## config.mk

```make
export PLATFORM = sky130hd
export DESIGN_NAME = fetch_stage_flat
export DESIGN_NICKNAME = d
export VERILOG_FILES = /design/src/cpu_pkg.sv /design/src/fs_ds_if.sv /design/src/fetch_stage.sv /design/src/flat_wrapper.sv
export SDC_FILE = /design/constraint.sdc
export NUM_CORES = 1
export LEC_CHECK = 0
export BUFFER_PORTS_ARGS = -buffer_cell sky130_fd_sc_hd__buf_4
export CAP_MARGIN = 15
export CORE_MARGIN = 10
export CORE_UTILIZATION = 42
export DETAILED_ROUTE_END_ITERATION = 8
export PLACE_DENSITY = 0.82
export SYNTH_ARGS = -nofsm -noshare
export SYNTH_HDL_FRONTEND = slang
export SYNTH_SLANG_ARGS = --single-unit
```

## constraint.sdc

```tcl
create_clock -name clk -period 2.9 [get_ports clk]
set_input_delay 0.435 -clock clk [delete_from_list [all_inputs] [get_ports clk]]
set_output_delay 0.435 -clock clk [all_outputs]
set_load 0.02 [all_outputs]
```

## src/cpu_pkg.sv

```systemverilog
package cpu_pkg;

    // basic word and field types
    typedef logic [31:0] word_t;      // pc, address, instruction
    typedef logic [4:0]  exc_code_t;  // cp0 cause exccode field
    typedef logic [5:0]  op_t;        // opcode and funct fields

    // exception codes
    localparam exc_code_t EXC_ADEL = 5'd4;     // address error on load or fetch
    localparam exc_code_t EXC_NONE = 5'h1f;    // marks an item with no exception

    // fixed addresses
    localparam word_t RESET_PC        = 32'hbfc0_0000;  // first fetch after reset
    localparam word_t PC_BEFORE_RESET = 32'hbfbf_fffc;  // seq pc lands on RESET_PC
    localparam word_t EXC_VECTOR      = 32'hbfc0_0380;  // general exception entry

    // instruction memory geometry
    localparam int IMEM_AW    = 10;            // word address bits
    localparam int IMEM_DEPTH = 1 << IMEM_AW;  // words in the image

    typedef logic [IMEM_AW-1:0] imem_addr_t;  // word index into the image

    // opcodes seen by the branch decoder
    localparam op_t OP_SPECIAL = 6'h00;  // r-type, look at funct
    localparam op_t OP_J       = 6'h02;
    localparam op_t OP_JAL     = 6'h03;
    localparam op_t OP_BEQ     = 6'h04;
    localparam op_t OP_BNE     = 6'h05;

    // funct codes under OP_SPECIAL
    localparam op_t FUNCT_JR = 6'h08;  // register jump

endpackage
```

## src/fs_ds_if.sv

```systemverilog
`timescale 1ns/1ps

interface fs_ds_if;

    logic               valid;    // fetch holds a live item
    cpu_pkg::word_t     pc;       // pc of the item
    cpu_pkg::word_t     inst;     // word read at pc
    logic               bd;       // item sits in a delay slot
    logic               ex;       // item carries an exception
    cpu_pkg::exc_code_t exccode;  // which one
    logic               allowin;  // decode can take an item this edge

    modport fetch (
        output valid,
        output pc,
        output inst,
        output bd,
        output ex,
        output exccode,
        input  allowin
    );

    modport decode (
        input  valid,
        input  pc,
        input  inst,
        input  bd,
        input  ex,
        input  exccode,
        output allowin
    );

endinterface

```

## src/fetch_stage.sv

```systemverilog
`timescale 1ns/1ps

module fetch_stage (
    input  logic           clk,
    input  logic           reset,
    fs_ds_if.fetch         fs,
    input  logic           br_taken,
    input  logic           ds_is_branch,
    input  cpu_pkg::word_t br_target,
    input  logic           flush,
    input  logic           ws_inst_eret,
    input  cpu_pkg::word_t cp0_epc,
    output logic           inst_en,
    output cpu_pkg::word_t inst_addr,
    input  cpu_pkg::word_t inst_rdata
);

    cpu_pkg::word_t pc;          // address of the word now in fetch
    cpu_pkg::word_t seq_pc;      // fall-through address
    cpu_pkg::word_t next_pc;     // address fetched this cycle
    logic           fs_valid;
    logic           fs_allowin;  // pc may advance on this edge
    logic           adel;        // misaligned fetch address

    // redirects never wait for decode
    assign fs_allowin = (flush || ws_inst_eret) ? 1'b1 : fs.allowin;

    assign seq_pc = pc + 32'd4;

    // eret, then exception, then branch, then sequential
    always_comb begin
        if (ws_inst_eret) begin
            next_pc = cp0_epc;              // return from handler
        end else if (flush) begin
            next_pc = cpu_pkg::EXC_VECTOR;  // enter handler
        end else if (br_taken) begin
            next_pc = br_target;            // branch in decode, slot in fetch
        end else begin
            next_pc = seq_pc;
        end
    end

    always_ff @(posedge clk) begin
        if (reset) begin
            fs_valid <= 1'b0;
            pc       <= cpu_pkg::PC_BEFORE_RESET;  // next_pc reads RESET_PC in reset
        end else begin
            fs_valid <= 1'b1;                      // fetch always has a word after reset
            if (fs_allowin) begin
                pc <= next_pc;
            end
        end
    end

    // ram is addressed with next_pc so rdata lines up with pc
    assign inst_en   = !reset && fs_allowin && (next_pc[1:0] == 2'b00);
    assign inst_addr = next_pc;

    // address error follows the pc register, not next_pc
    assign adel = (pc[1:0] != 2'b00);

    assign fs.valid   = fs_valid;
    assign fs.pc      = pc;
    assign fs.inst    = inst_rdata;    // stale word when adel, ex covers it
    assign fs.bd      = ds_is_branch;  // decode holds a branch, so this is its slot
    assign fs.ex      = adel;
    assign fs.exccode = adel ? cpu_pkg::EXC_ADEL : cpu_pkg::EXC_NONE;

endmodule

```

## src/flat_wrapper.sv

```systemverilog
// flat-port wrapper written by rule: the top's interface ports become plain ports
module fetch_stage_flat 
  (clk, reset, br_taken, ds_is_branch, br_target, flush, ws_inst_eret, cp0_epc, inst_en, inst_addr, inst_rdata, fs_valid, fs_pc, fs_inst, fs_bd, fs_ex, fs_exccode, fs_allowin);
  fs_ds_if fs_i ();
  input  logic clk;
  input  logic reset;
  input  logic br_taken;
  input  logic ds_is_branch;
  input  cpu_pkg::word_t br_target;
  input  logic flush;
  input  logic ws_inst_eret;
  input  cpu_pkg::word_t cp0_epc;
  output logic inst_en;
  output cpu_pkg::word_t inst_addr;
  input  cpu_pkg::word_t inst_rdata;
  output wire logic [$bits(fs_i.valid)-1:0] fs_valid;
  output wire logic [$bits(fs_i.pc)-1:0] fs_pc;
  output wire logic [$bits(fs_i.inst)-1:0] fs_inst;
  output wire logic [$bits(fs_i.bd)-1:0] fs_bd;
  output wire logic [$bits(fs_i.ex)-1:0] fs_ex;
  output wire logic [$bits(fs_i.exccode)-1:0] fs_exccode;
  input wire logic [$bits(fs_i.allowin)-1:0] fs_allowin;
  assign fs_valid = fs_i.valid;
  assign fs_pc = fs_i.pc;
  assign fs_inst = fs_i.inst;
  assign fs_bd = fs_i.bd;
  assign fs_ex = fs_i.ex;
  assign fs_exccode = fs_i.exccode;
  assign fs_i.allowin = fs_allowin;
  fetch_stage u_core (.clk(clk), .reset(reset), .fs(fs_i), .br_taken(br_taken), .ds_is_branch(ds_is_branch), .br_target(br_target), .flush(flush), .ws_inst_eret(ws_inst_eret), .cp0_epc(cp0_epc), .inst_en(inst_en), .inst_addr(inst_addr), .inst_rdata(inst_rdata));
endmodule
```

==> impl_metrics.ini <==
[critical_path]
worst-path-max-fanout = 8
required_ps = 2470
path_class = flip-flop to primary output
end_kind = primary output
timing.critical_path.slowest_stage_cell = or4_4
worst-path-buf-inv = 1
reg2reg_depth = 7
startpoint_type = flip-flop
arrival_ps = 2380
cp_top_family = simple AND/OR/NAND/NOR gates
crit_chain = nand4_4 -> or4_4 -> o31a_1 -> nor3_2 -> o22ai_1 -> buf_4
r2r_slack_ps = 680
slowest_delay_ps = 670
crit_cells = 6

[timing]
rsz0062_at_grt = yes
max-slew-margin-rel = 0.525
min_period_ps = 2810
fin_worst_skew_ps = 3.24
finalSetupViolations = 0
max_slew.worst_pin.slew_ps = 712
final_hold_viol_count = 0
slew_violations = 0
holdWs_ps = 408
fin_ws_ps = 85.5
fmax_mhz = 355
timing.final.crit_share = 0.971

[logic_synthesis]
yosysMostFrequentCell = nor2_1
synth_cell_types = 54
synthAdderAreaFrac = 0.00429
ys_ff_latch = 33
ys.flop_type = dfxtp_1
synth_compound_area_frac = 0.309
yosysTopAreaCellShare = 0.227
synth.avg_cell_area_um2 = 7.40
yosys-mux-area-fraction = 0.0206
synth_area_mm2 = 0.00292
synthTopCellsByArea = dfxtp_1 23%, buf_4 9.5%, o21ai_0 6.0%, nor2_1 5.3%, a21oi_1 3.9%
synth_xor_area_frac = 0.0751
ys_warn_count = 0
synth_top_family_by_area = compound AO/OA/AOI/OAI gates
syn_inst = 394
synth_edf_count = 0
synth_simple_gate_area_frac = 0.223
syn-num-nets = 498
async_flop_share = 0
ys_seq_area_frac = 0.227
ys_top_cells_by_count = 41 x nor2_1, 37 x buf_4, 35 x o21ai_0
yosysTopAreaCell = dfxtp_1

[die]
die_w_um = 103
initial_core_util = 0.431
core_area_mm2 = 0.00676
row_count = 30
ioPinCount = 208
die-height_um = 103
die_area_mm2 = 0.0107

[clock_tree]
htreeDepth = 2
clock_path_buffers = 2
numCtsBuffers = 5
cts_tree = built
clk_latency_ps = 280
cts_sinks = 33
postCtsHoldBufs = 0
cts-root-buf = clkbuf_8
path_clk_slew_ps = 60

[min_path]
worstHoldPathCells = 3
hold_class = input port to flip-flop

[global_routing]
grt_pass1_wl_mm = 17.0
grt_pass1_vias = 3347
grt_start_max_net_pins = 31
antenna_found_initial = 0
overflow = 0
track_usage = 0.198

[routing]
first_pass_iters = 5
wire_per_inst_um = 19.9
drt_iter0_drc = 170
via_per_inst = 5.88
totalWireLength_mm = 11.4
vias = 3381
drtAntennaViolNets = 0
remaining_drc_errors = 0

[power_and_ir_drop]
powerDensity_mw_per_mm2 = 395
vdd_drop_max_uv = 214
leakagePower_nw = 1.72

[status]
status = completed

[placement]
dpl_worst_slack_ps = 180
dp_hpwl_mm = 8.79
portBuffers = 140
gp_congestion = 0.854

[layout]
num_antenna_cells = 0
area_growth_pct = 36.1
drive_gt1_frac = 0.380
nNetsFinal = 599

[flow_run]
drv_cap = 0
kinds of logic after synthesis:
kind of cell / Yosys count
compound gates: 133
simple gates: 124
buf+inv: 71
flops: 33
xor+xnor: 25
mux: 6
fa+ha+maj: 1
other cells: 1
where the power goes:
part	internal [mW]	leakage (nW)	switching (mW)	total, mW
registers	0.492	0.274	0.0571	0.549
clock network	0.188	0.0443	0.159	0.347
logic	0.297	1.40	0.375	0.672
total	0.977	1.72	0.591	1.57
path summary, 6_finish.rpt:
| kind | startpoint | to |
|---|---|---|
| worst min register to register | u_core.fs.pc[0] | u_core.fs.pc[0] |
| worst max register to register | u_core.fs.pc[3] | u_core.fs.pc[18] |
| worst min-delay path | cp0_epc[8] | u_core.fs.pc[8] |
| worst max-delay path | u_core.fs.pc[13] | inst_addr[27] |
registers in the layout (all words and copies together) (netlist names):
| register | count |
|---|---|
| u_core.fs.pc | 32 |
| u_core.fs.valid | 1 |
worst reg2reg max path: stages, from the launching register on:
cell	delay, ps
dfxtp_1	410
ha_1	230
nand3_2	210
nor4_2	330
buf_4	180
nand4_1	190
a21o_1	220
a221o_1	340
placed cells by master (no fill, tap or decap), types with 6 or more instances in the layout:
| master | netlist | final |
|---|---|---|
| buf_4 | 37 | 155 |
| nor2_1 | 41 | 40 |
| o21ai_0 | 35 | 35 |
| nand2_1 | 28 | 28 |
| dfxtp_1 | 33 | 28 |
| a21oi_1 | 23 | 23 |
| xnor2_1 | 13 | 13 |
| xor2_1 | 12 | 12 |
| a22oi_1 | 12 | 12 |
| nand3_1 | 12 | 11 |
| nor3_1 | 10 | 9 |
| inv_1 | 9 | 9 |
| o22ai_1 | 8 | 8 |
| o31ai_1 | 8 | 8 |
| mux2i_1 | 6 | 6 |
| nand4_1 | 6 | 6 |
| clkbuf_8 | 0 | 6 |
stage by stage:
step	area (um^2)	util	cells	setup TNS, ps	total power, mW
2_1_floorplan	2920	-	394	0	0.983
3_3_place_gp	3820	0.565	567	0	1.20
3_5_place_dp	3820	0.565	567	0	1.21
4_1_cts	3910	0.579	574	0	1.56
5_1_grt	3970	0.587	575	-87.1	1.64
6_report	3970	0.587	575	0	1.57
cell type report:
cell class / count / area [um^2]
fill: 647 / 2790
timing repair buffer: 156 / 1180
tap: 80 / 100
inverter: 9 / 33.8
sequential: 33 / 667
multi-input combinational: 290 / 1900
clock buffer: 7 / 86.3
metal layers:
layer	up-vias	GRT usage	wire length, um
met2	157	0.338	5700
met1	1588	0.233	4520
met4	0	0.0460	95
met3	14	0.0691	1120
met5	-	0	0
li1	1622	-	-
timing repair:
item / in CTS / in global routing
setup buffers: 0 / 1
endpoints found under the setup margin: 5 / 9
resized for setup: 2 / 11
pin swaps: 0 / 3
No activity file was read; power rests on OpenSTA's default activity.
