### src/cpu_pkg.sv
package cpu_pkg;

    // basic word and field types
    typedef logic [31:0] word_t;      // pc, address, instruction
    typedef logic [4:0]  exc_code_t;  // cp0 cause exccode field
    typedef logic [5:0]  op_t;        // opcode and funct fields

    // exception codes
    localparam exc_code_t EXC_ADEL = 5'd4;     // address error on load or fetch
    localparam exc_code_t EXC_NONE = 5'h1f;    // marks an item with no exception

    // fixed addresses
    localparam word_t RESET_PC        = 32'hbfc0_0000;  // first fetch after reset
    localparam word_t PC_BEFORE_RESET = 32'hbfbf_fffc;  // seq pc lands on RESET_PC
    localparam word_t EXC_VECTOR      = 32'hbfc0_0380;  // general exception entry

    // instruction memory geometry
    localparam int IMEM_AW    = 10;            // word address bits
    localparam int IMEM_DEPTH = 1 << IMEM_AW;  // words in the image

    typedef logic [IMEM_AW-1:0] imem_addr_t;  // word index into the image

    // opcodes seen by the branch decoder
    localparam op_t OP_SPECIAL = 6'h00;  // r-type, look at funct
    localparam op_t OP_J       = 6'h02;
    localparam op_t OP_JAL     = 6'h03;
    localparam op_t OP_BEQ     = 6'h04;
    localparam op_t OP_BNE     = 6'h05;

    // funct codes under OP_SPECIAL
    localparam op_t FUNCT_JR = 6'h08;  // register jump

endpackage
### src/fs_ds_if.sv
`timescale 1ns/1ps

interface fs_ds_if;

    logic               valid;    // fetch holds a live item
    cpu_pkg::word_t     pc;       // pc of the item
    cpu_pkg::word_t     inst;     // word read at pc
    logic               bd;       // item sits in a delay slot
    logic               ex;       // item carries an exception
    cpu_pkg::exc_code_t exccode;  // which one
    logic               allowin;  // decode can take an item this edge

    modport fetch (
        output valid,
        output pc,
        output inst,
        output bd,
        output ex,
        output exccode,
        input  allowin
    );

    modport decode (
        input  valid,
        input  pc,
        input  inst,
        input  bd,
        input  ex,
        input  exccode,
        output allowin
    );

endinterface

### src/decode_stage.sv
`timescale 1ns/1ps

module decode_stage (
    input  logic               clk,
    input  logic               reset,
    fs_ds_if.decode            fs,
    input  logic               es_allowin,
    input  logic               rs_eq_rt,
    input  logic               flush,
    input  logic               ws_inst_eret,
    output logic               br_taken,
    output logic               ds_is_branch,
    output cpu_pkg::word_t     br_target,
    output logic               es_valid,
    output cpu_pkg::word_t     es_pc,
    output cpu_pkg::word_t     es_inst,
    output logic               es_bd,
    output logic               es_ex,
    output cpu_pkg::exc_code_t es_exccode
);

    // decode register
    logic               ds_valid;
    cpu_pkg::word_t     ds_pc;
    cpu_pkg::word_t     ds_inst;
    logic               ds_bd;
    logic               ds_ex;
    cpu_pkg::exc_code_t ds_exccode;

    logic               ds_allowin;
    logic               ds_kill;     // flush or eret this cycle
    logic               ds_ok;       // live item without exception

    // branch decode
    cpu_pkg::op_t       op;
    cpu_pkg::op_t       funct;
    logic               inst_j;
    logic               inst_jal;
    logic               inst_beq;
    logic               inst_bne;
    logic               inst_jr;
    cpu_pkg::word_t     pc_plus4;
    cpu_pkg::word_t     j_target;    // region jump
    cpu_pkg::word_t     b_offset;    // sign-extended, word scaled
    cpu_pkg::word_t     b_target;

    assign ds_kill    = flush || ws_inst_eret;
    assign ds_allowin = !ds_valid || es_allowin;  // empty or draining
    assign fs.allowin = ds_allowin;

    always_ff @(posedge clk) begin
        if (reset) begin
            ds_valid <= 1'b0;
        end else if (ds_kill) begin
            ds_valid <= 1'b0;                     // drop whatever is held
        end else if (ds_allowin) begin
            ds_valid <= fs.valid;
        end
    end

    // payload only, loads on an accepted item
    always_ff @(posedge clk) begin
        if (fs.valid && ds_allowin && !ds_kill) begin
            ds_pc      <= fs.pc;
            ds_inst    <= fs.inst;
            ds_bd      <= fs.bd;
            ds_ex      <= fs.ex;
            ds_exccode <= fs.exccode;
        end
    end

    assign op    = ds_inst[31:26];
    assign funct = ds_inst[5:0];

    assign inst_j   = (op == cpu_pkg::OP_J);
    assign inst_jal = (op == cpu_pkg::OP_JAL);
    assign inst_beq = (op == cpu_pkg::OP_BEQ);
    assign inst_bne = (op == cpu_pkg::OP_BNE);
    assign inst_jr  = (op == cpu_pkg::OP_SPECIAL) && (funct == cpu_pkg::FUNCT_JR);

    assign ds_ok = ds_valid && !ds_ex;  // faulted words never branch

    assign pc_plus4 = ds_pc + 32'd4;
    assign j_target = {pc_plus4[31:28], ds_inst[25:0], 2'b00};
    assign b_offset = {{14{ds_inst[15]}}, ds_inst[15:0], 2'b00};
    assign b_target = pc_plus4 + b_offset;

    // jr still opens a delay slot, target needs a register file
    assign ds_is_branch = ds_ok && (inst_j || inst_jal || inst_beq || inst_bne || inst_jr);

    // held while the branch waits here, redirect happens once
    // on the edge the slot moves in and the branch moves out
    assign br_taken = ds_ok && (inst_j || inst_jal
                                || (inst_beq && rs_eq_rt)
                                || (inst_bne && !rs_eq_rt));

    assign br_target = (inst_j || inst_jal) ? j_target : b_target;

    assign es_valid   = ds_valid;
    assign es_pc      = ds_pc;
    assign es_inst    = ds_inst;
    assign es_bd      = ds_bd;
    assign es_ex      = ds_ex;
    assign es_exccode = ds_exccode;

endmodule

### src/flat_wrapper.sv
// flat-port wrapper written by rule: the top's interface ports become plain ports
module decode_stage_flat 
  (clk, reset, es_allowin, rs_eq_rt, flush, ws_inst_eret, br_taken, ds_is_branch, br_target, es_valid, es_pc, es_inst, es_bd, es_ex, es_exccode, fs_valid, fs_pc, fs_inst, fs_bd, fs_ex, fs_exccode, fs_allowin);
  fs_ds_if fs_i ();
  input  logic clk;
  input  logic reset;
  input  logic es_allowin;
  input  logic rs_eq_rt;
  input  logic flush;
  input  logic ws_inst_eret;
  output logic br_taken;
  output logic ds_is_branch;
  output cpu_pkg::word_t br_target;
  output logic es_valid;
  output cpu_pkg::word_t es_pc;
  output cpu_pkg::word_t es_inst;
  output logic es_bd;
  output logic es_ex;
  output cpu_pkg::exc_code_t es_exccode;
  input wire logic [$bits(fs_i.valid)-1:0] fs_valid;
  input wire logic [$bits(fs_i.pc)-1:0] fs_pc;
  input wire logic [$bits(fs_i.inst)-1:0] fs_inst;
  input wire logic [$bits(fs_i.bd)-1:0] fs_bd;
  input wire logic [$bits(fs_i.ex)-1:0] fs_ex;
  input wire logic [$bits(fs_i.exccode)-1:0] fs_exccode;
  output wire logic [$bits(fs_i.allowin)-1:0] fs_allowin;
  assign fs_i.valid = fs_valid;
  assign fs_i.pc = fs_pc;
  assign fs_i.inst = fs_inst;
  assign fs_i.bd = fs_bd;
  assign fs_i.ex = fs_ex;
  assign fs_i.exccode = fs_exccode;
  assign fs_allowin = fs_i.allowin;
  decode_stage u_core (.clk(clk), .reset(reset), .fs(fs_i), .es_allowin(es_allowin), .rs_eq_rt(rs_eq_rt), .flush(flush), .ws_inst_eret(ws_inst_eret), .br_taken(br_taken), .ds_is_branch(ds_is_branch), .br_target(br_target), .es_valid(es_valid), .es_pc(es_pc), .es_inst(es_inst), .es_bd(es_bd), .es_ex(es_ex), .es_exccode(es_exccode));
endmodule
### config.mk
export PLATFORM = sky130hd
export DESIGN_NAME = decode_stage_flat
export DESIGN_NICKNAME = d
export VERILOG_FILES = /design/src/cpu_pkg.sv /design/src/fs_ds_if.sv /design/src/decode_stage.sv /design/src/flat_wrapper.sv
export SDC_FILE = /design/constraint.sdc
export NUM_CORES = 1
export LEC_CHECK = 0
export BUFFER_PORTS_ARGS = -buffer_cell sky130_fd_sc_hd__buf_2
export CORE_MARGIN = 1
export CORE_UTILIZATION = 50
export DETAILED_ROUTE_END_ITERATION = 12
export MAX_ROUTING_LAYER = met4
export PLACE_DENSITY_LB_ADDON = 0.25
export SYNTH_ARGS = -nofsm -noshare
export SYNTH_HDL_FRONTEND = slang
export SYNTH_SLANG_ARGS = --single-unit
export TNS_END_PERCENT = 1
### constraint.sdc
create_clock -name clk -period 14.25 [get_ports clk]
set_input_delay 2.85 -clock clk [delete_from_list [all_inputs] [get_ports clk]]
set_output_delay 2.85 -clock clk [all_outputs]
set_load 0.02 [all_outputs]
==> impl_metrics.json <==
{
  "synth_nets": 589,
  "seqCellArea_um2": 2150,
  "clock.fmax_mhz": 140,
  "whs_ns": 0.582,
  "fin_tns_setup_ns": 0,
  "setup_viol": 0,
  "dr.max_layer_used": "met4",
  "initial_core_util_pct": 51.6,
  "syn-cell-area_um2": 4760,
  "cts_sinks": 72,
  "drc": 0,
  "critPathMaxFanout": 8,
  "grt_first_pass_wirelength_um": 20100,
  "cts_root_buf": "clkbuf_8",
  "mostFrequentLayoutCell": "buf_2",
  "wl_um": 12900,
  "drt_iter0_markers": 177,
  "grt_max_degree": 72,
  "hold_path.class": "flop to flop",
  "via_count": 4376,
  "drive_gt1_share_pct": 31.6,
  "placement.io_buffers": 184,
  "dp_hpwl_um": 10000,
  "cts_setup_buffers": 0,
  "seq_power_share_pct": 44.3,
  "yosysSeqAreaShare_pct": 45.2,
  "diodes": 0,
  "critPathArrivalTime_ns": 4.29,
  "period_minus_slack_ns": 7.14,
  "cts_max_path_buffers": 2,
  "nets": 774,
  "clockPowerShare_pct": 37.3,
  "critPathKind": "flop to output port",
  "cts_resized": 0,
  "routed-wl-met2_um": 6270,
  "synth-edff-count": 71,
  "areaGrowthSynthToFinish_pct": 27.6,
  "synth_area_leaders": "edfxtp_1 45%, ha_1 9.2%, xnor2_1 6.1%",
  "synthDistinctLibCells": 48,
  "num_rows": 35,
  "ys_seq_elements": 72,
  "p_switching_uw": 156,
  "grt-ovfl-total": 0,
  "ys_warn_count": 0,
  "hold_viol": 0,
  "post-route-period-util_pct": 50.1,
  "m1WireLength_um": 5610,
  "antenna_found_initial": 0,
  "synth_top_cell_area_share_pct": 44.8,
  "dr_wl_met3_um": 768,
  "status": "finished clean",
  "die_area_um2": 9920,
  "dr.pass1.iters": 4,
  "fill_cells": 789,
  "slew_headroom_pct": 39.4,
  "power_density_nw_per_um2": 91.1,
  "ys.flop_type": "edfxtp_1",
  "slew_violations": 0,
  "synth_top_cell_by_area": "edfxtp_1",
  "cap_violations": 0,
  "r2r_cells": 3,
  "synth_area_per_cell_um2": 10.0,
  "holdPathStages": 2,
  "rsz0062_at_grt": "false",
  "die_x_um": 99.6,
  "tightest_slew_ns": 0.910,
  "place.gp.congestion": 0.890,
  "track_usage_pct": 26.9,
  "ios": 185,
  "drt-vias-per-instance": 5.51,
  "worstSkewPairLatency_ns": 0.35,
  "path_clk_slew_ns": 0.09,
  "multiInputGateArea_um2": 2550,
  "required_ns": 11.40,
  "p_int_uw": 398,
  "ant_nets": 0,
  "final_cell_mix": "184 x buf_2, 71 x edfxtp_1, 57 x nand2_1",
  "p_leak_uw": 0.00259,
  "p_sw_share_pct": 28.1,
  "coreArea_um2": 9240,
  "routedWlPerCell_um": 16.2,
  "async_flop_share_pct": 0,
  "cts_tree": "yes",
  "skew_ns": 0.00844,
  "cts_hold_buf": 0,
  "peakVddDrop_mv": 0.0632,
  "die_height_um": 99.6,
  "crit_path_end_kind": "output port",
  "htreeDepth": 3,
  "startpoint_type": "flop",
  "combPwrFrac_pct": 18.4,
  "grt_pass1_vias": 4134,
  "cts_buffers": 9,
  "synth_cells": 475
}
worst max-delay path, stage by stage (launching register included):
cell and delay, ns:
edfxtp_1 0.45, and4_1 0.30, and3_1 0.25, and2_1 0.37, nor2b_1 0.32, nand2_1 0.11
xnor2_1 0.22, ha_1 0.38, and3_1 0.23, a311oi_1 0.49, nand2_1 0.10, o211ai_1 0.18
nand3_1 0.11, xnor2_1 0.21, buf_2 0.21
cell families after synthesis:
family / count (synthesis) / share of synthesized area [%]
AO/OA/AOI/OAI: 122 / 15.7
XOR/XNOR: 55 / 10.1
adder cells (fa/ha/maj): 36 / 9.61
buffers and inverters: 20 / 1.60
flip-flops: 72 / 45.2
multiplexers: 1 / 0.315
AND/OR/NAND/NOR: 169 / 17.5
cell type report:
class | instances | area share, %
flip-flops and latches | 72 | 35.4
repair buffers | 187 | 15.5
inverters | 7 | 0.432
well taps | 129 | 2.65
clock inverters | 7 | 2.06
clock buffers | 9 | 2.04
multi-input cells | 383 | 41.9
path summary, 6_finish.rpt:
| path | slack (ns) | startpoint | to |
|---|---|---|---|
| worst min-delay path | 0.58 | u_core.es_valid | u_core.es_valid |
| worst min register to register | 0.58 | u_core.es_valid | u_core.es_valid |
| worst max-delay path | 7.11 | u_core.es_pc[4] | br_target[31] |
| worst max register to register | 12.43 | u_core.es_valid | u_core.es_pc[23] |
metrics by stage:
step / setup WS [ns] / area [µm²] / util, % / power, µW / std cells
5_1_grt: 6.81 / 6080 / 65.8 / 573 / 794
6_report: 7.11 / 6080 / 65.8 / 554 / 794
2_1_floorplan: 3.07 / 4760 / - / 315 / 475
3_3_place_gp: 7.64 / 5830 / 63.1 / 351 / 778
4_1_cts: 7.14 / 6080 / 65.8 / 558 / 794
3_5_place_dp: 7.56 / 5830 / 63.1 / 352 / 778
flip-flops by register name, indices dropped and copies added (netlist names):
name and count:
u_core.es_exccode 5, u_core.es_ex 1, u_core.es_inst 32, u_core.es_pc 32, u_core.es_valid 1, u_core.es_bd 1
synth_stat cells, types with 4 or more instances:
master,number
a21oi_1,52
nand2b_1,4
a21o_1,11
inv_1,7
o21ai_1,11
clkbuf_1,12
nand3_1,20
nand4_1,9
and4_1,10
o21bai_1,4
nor2_1,36
nand2_1,57
o21ai_0,16
xor2_1,22
ha_1,35
xnor2_1,33
edfxtp_1,71
and2_1,8
and3_1,10
layer usage:
layer,GRT usage [%],vias to the layer above
met5,-,-
met4,7.24,0
met3,3.79,19
met2,44.6,163
met1,34.8,2060
li1,-,2134
power groups by stage:
stage / Clock [µW] / Combinational [µW] / Sequential [µW]
after global placement: 0 / 101 / 250
final: 206 / 102 / 246
after detailed placement: 0 / 101 / 251
after CTS: 210 / 102 / 246
after floorplan: 0 / 57.2 / 258
after global routing: 217 / 110 / 247
Power figures use the tool's default switching activity.
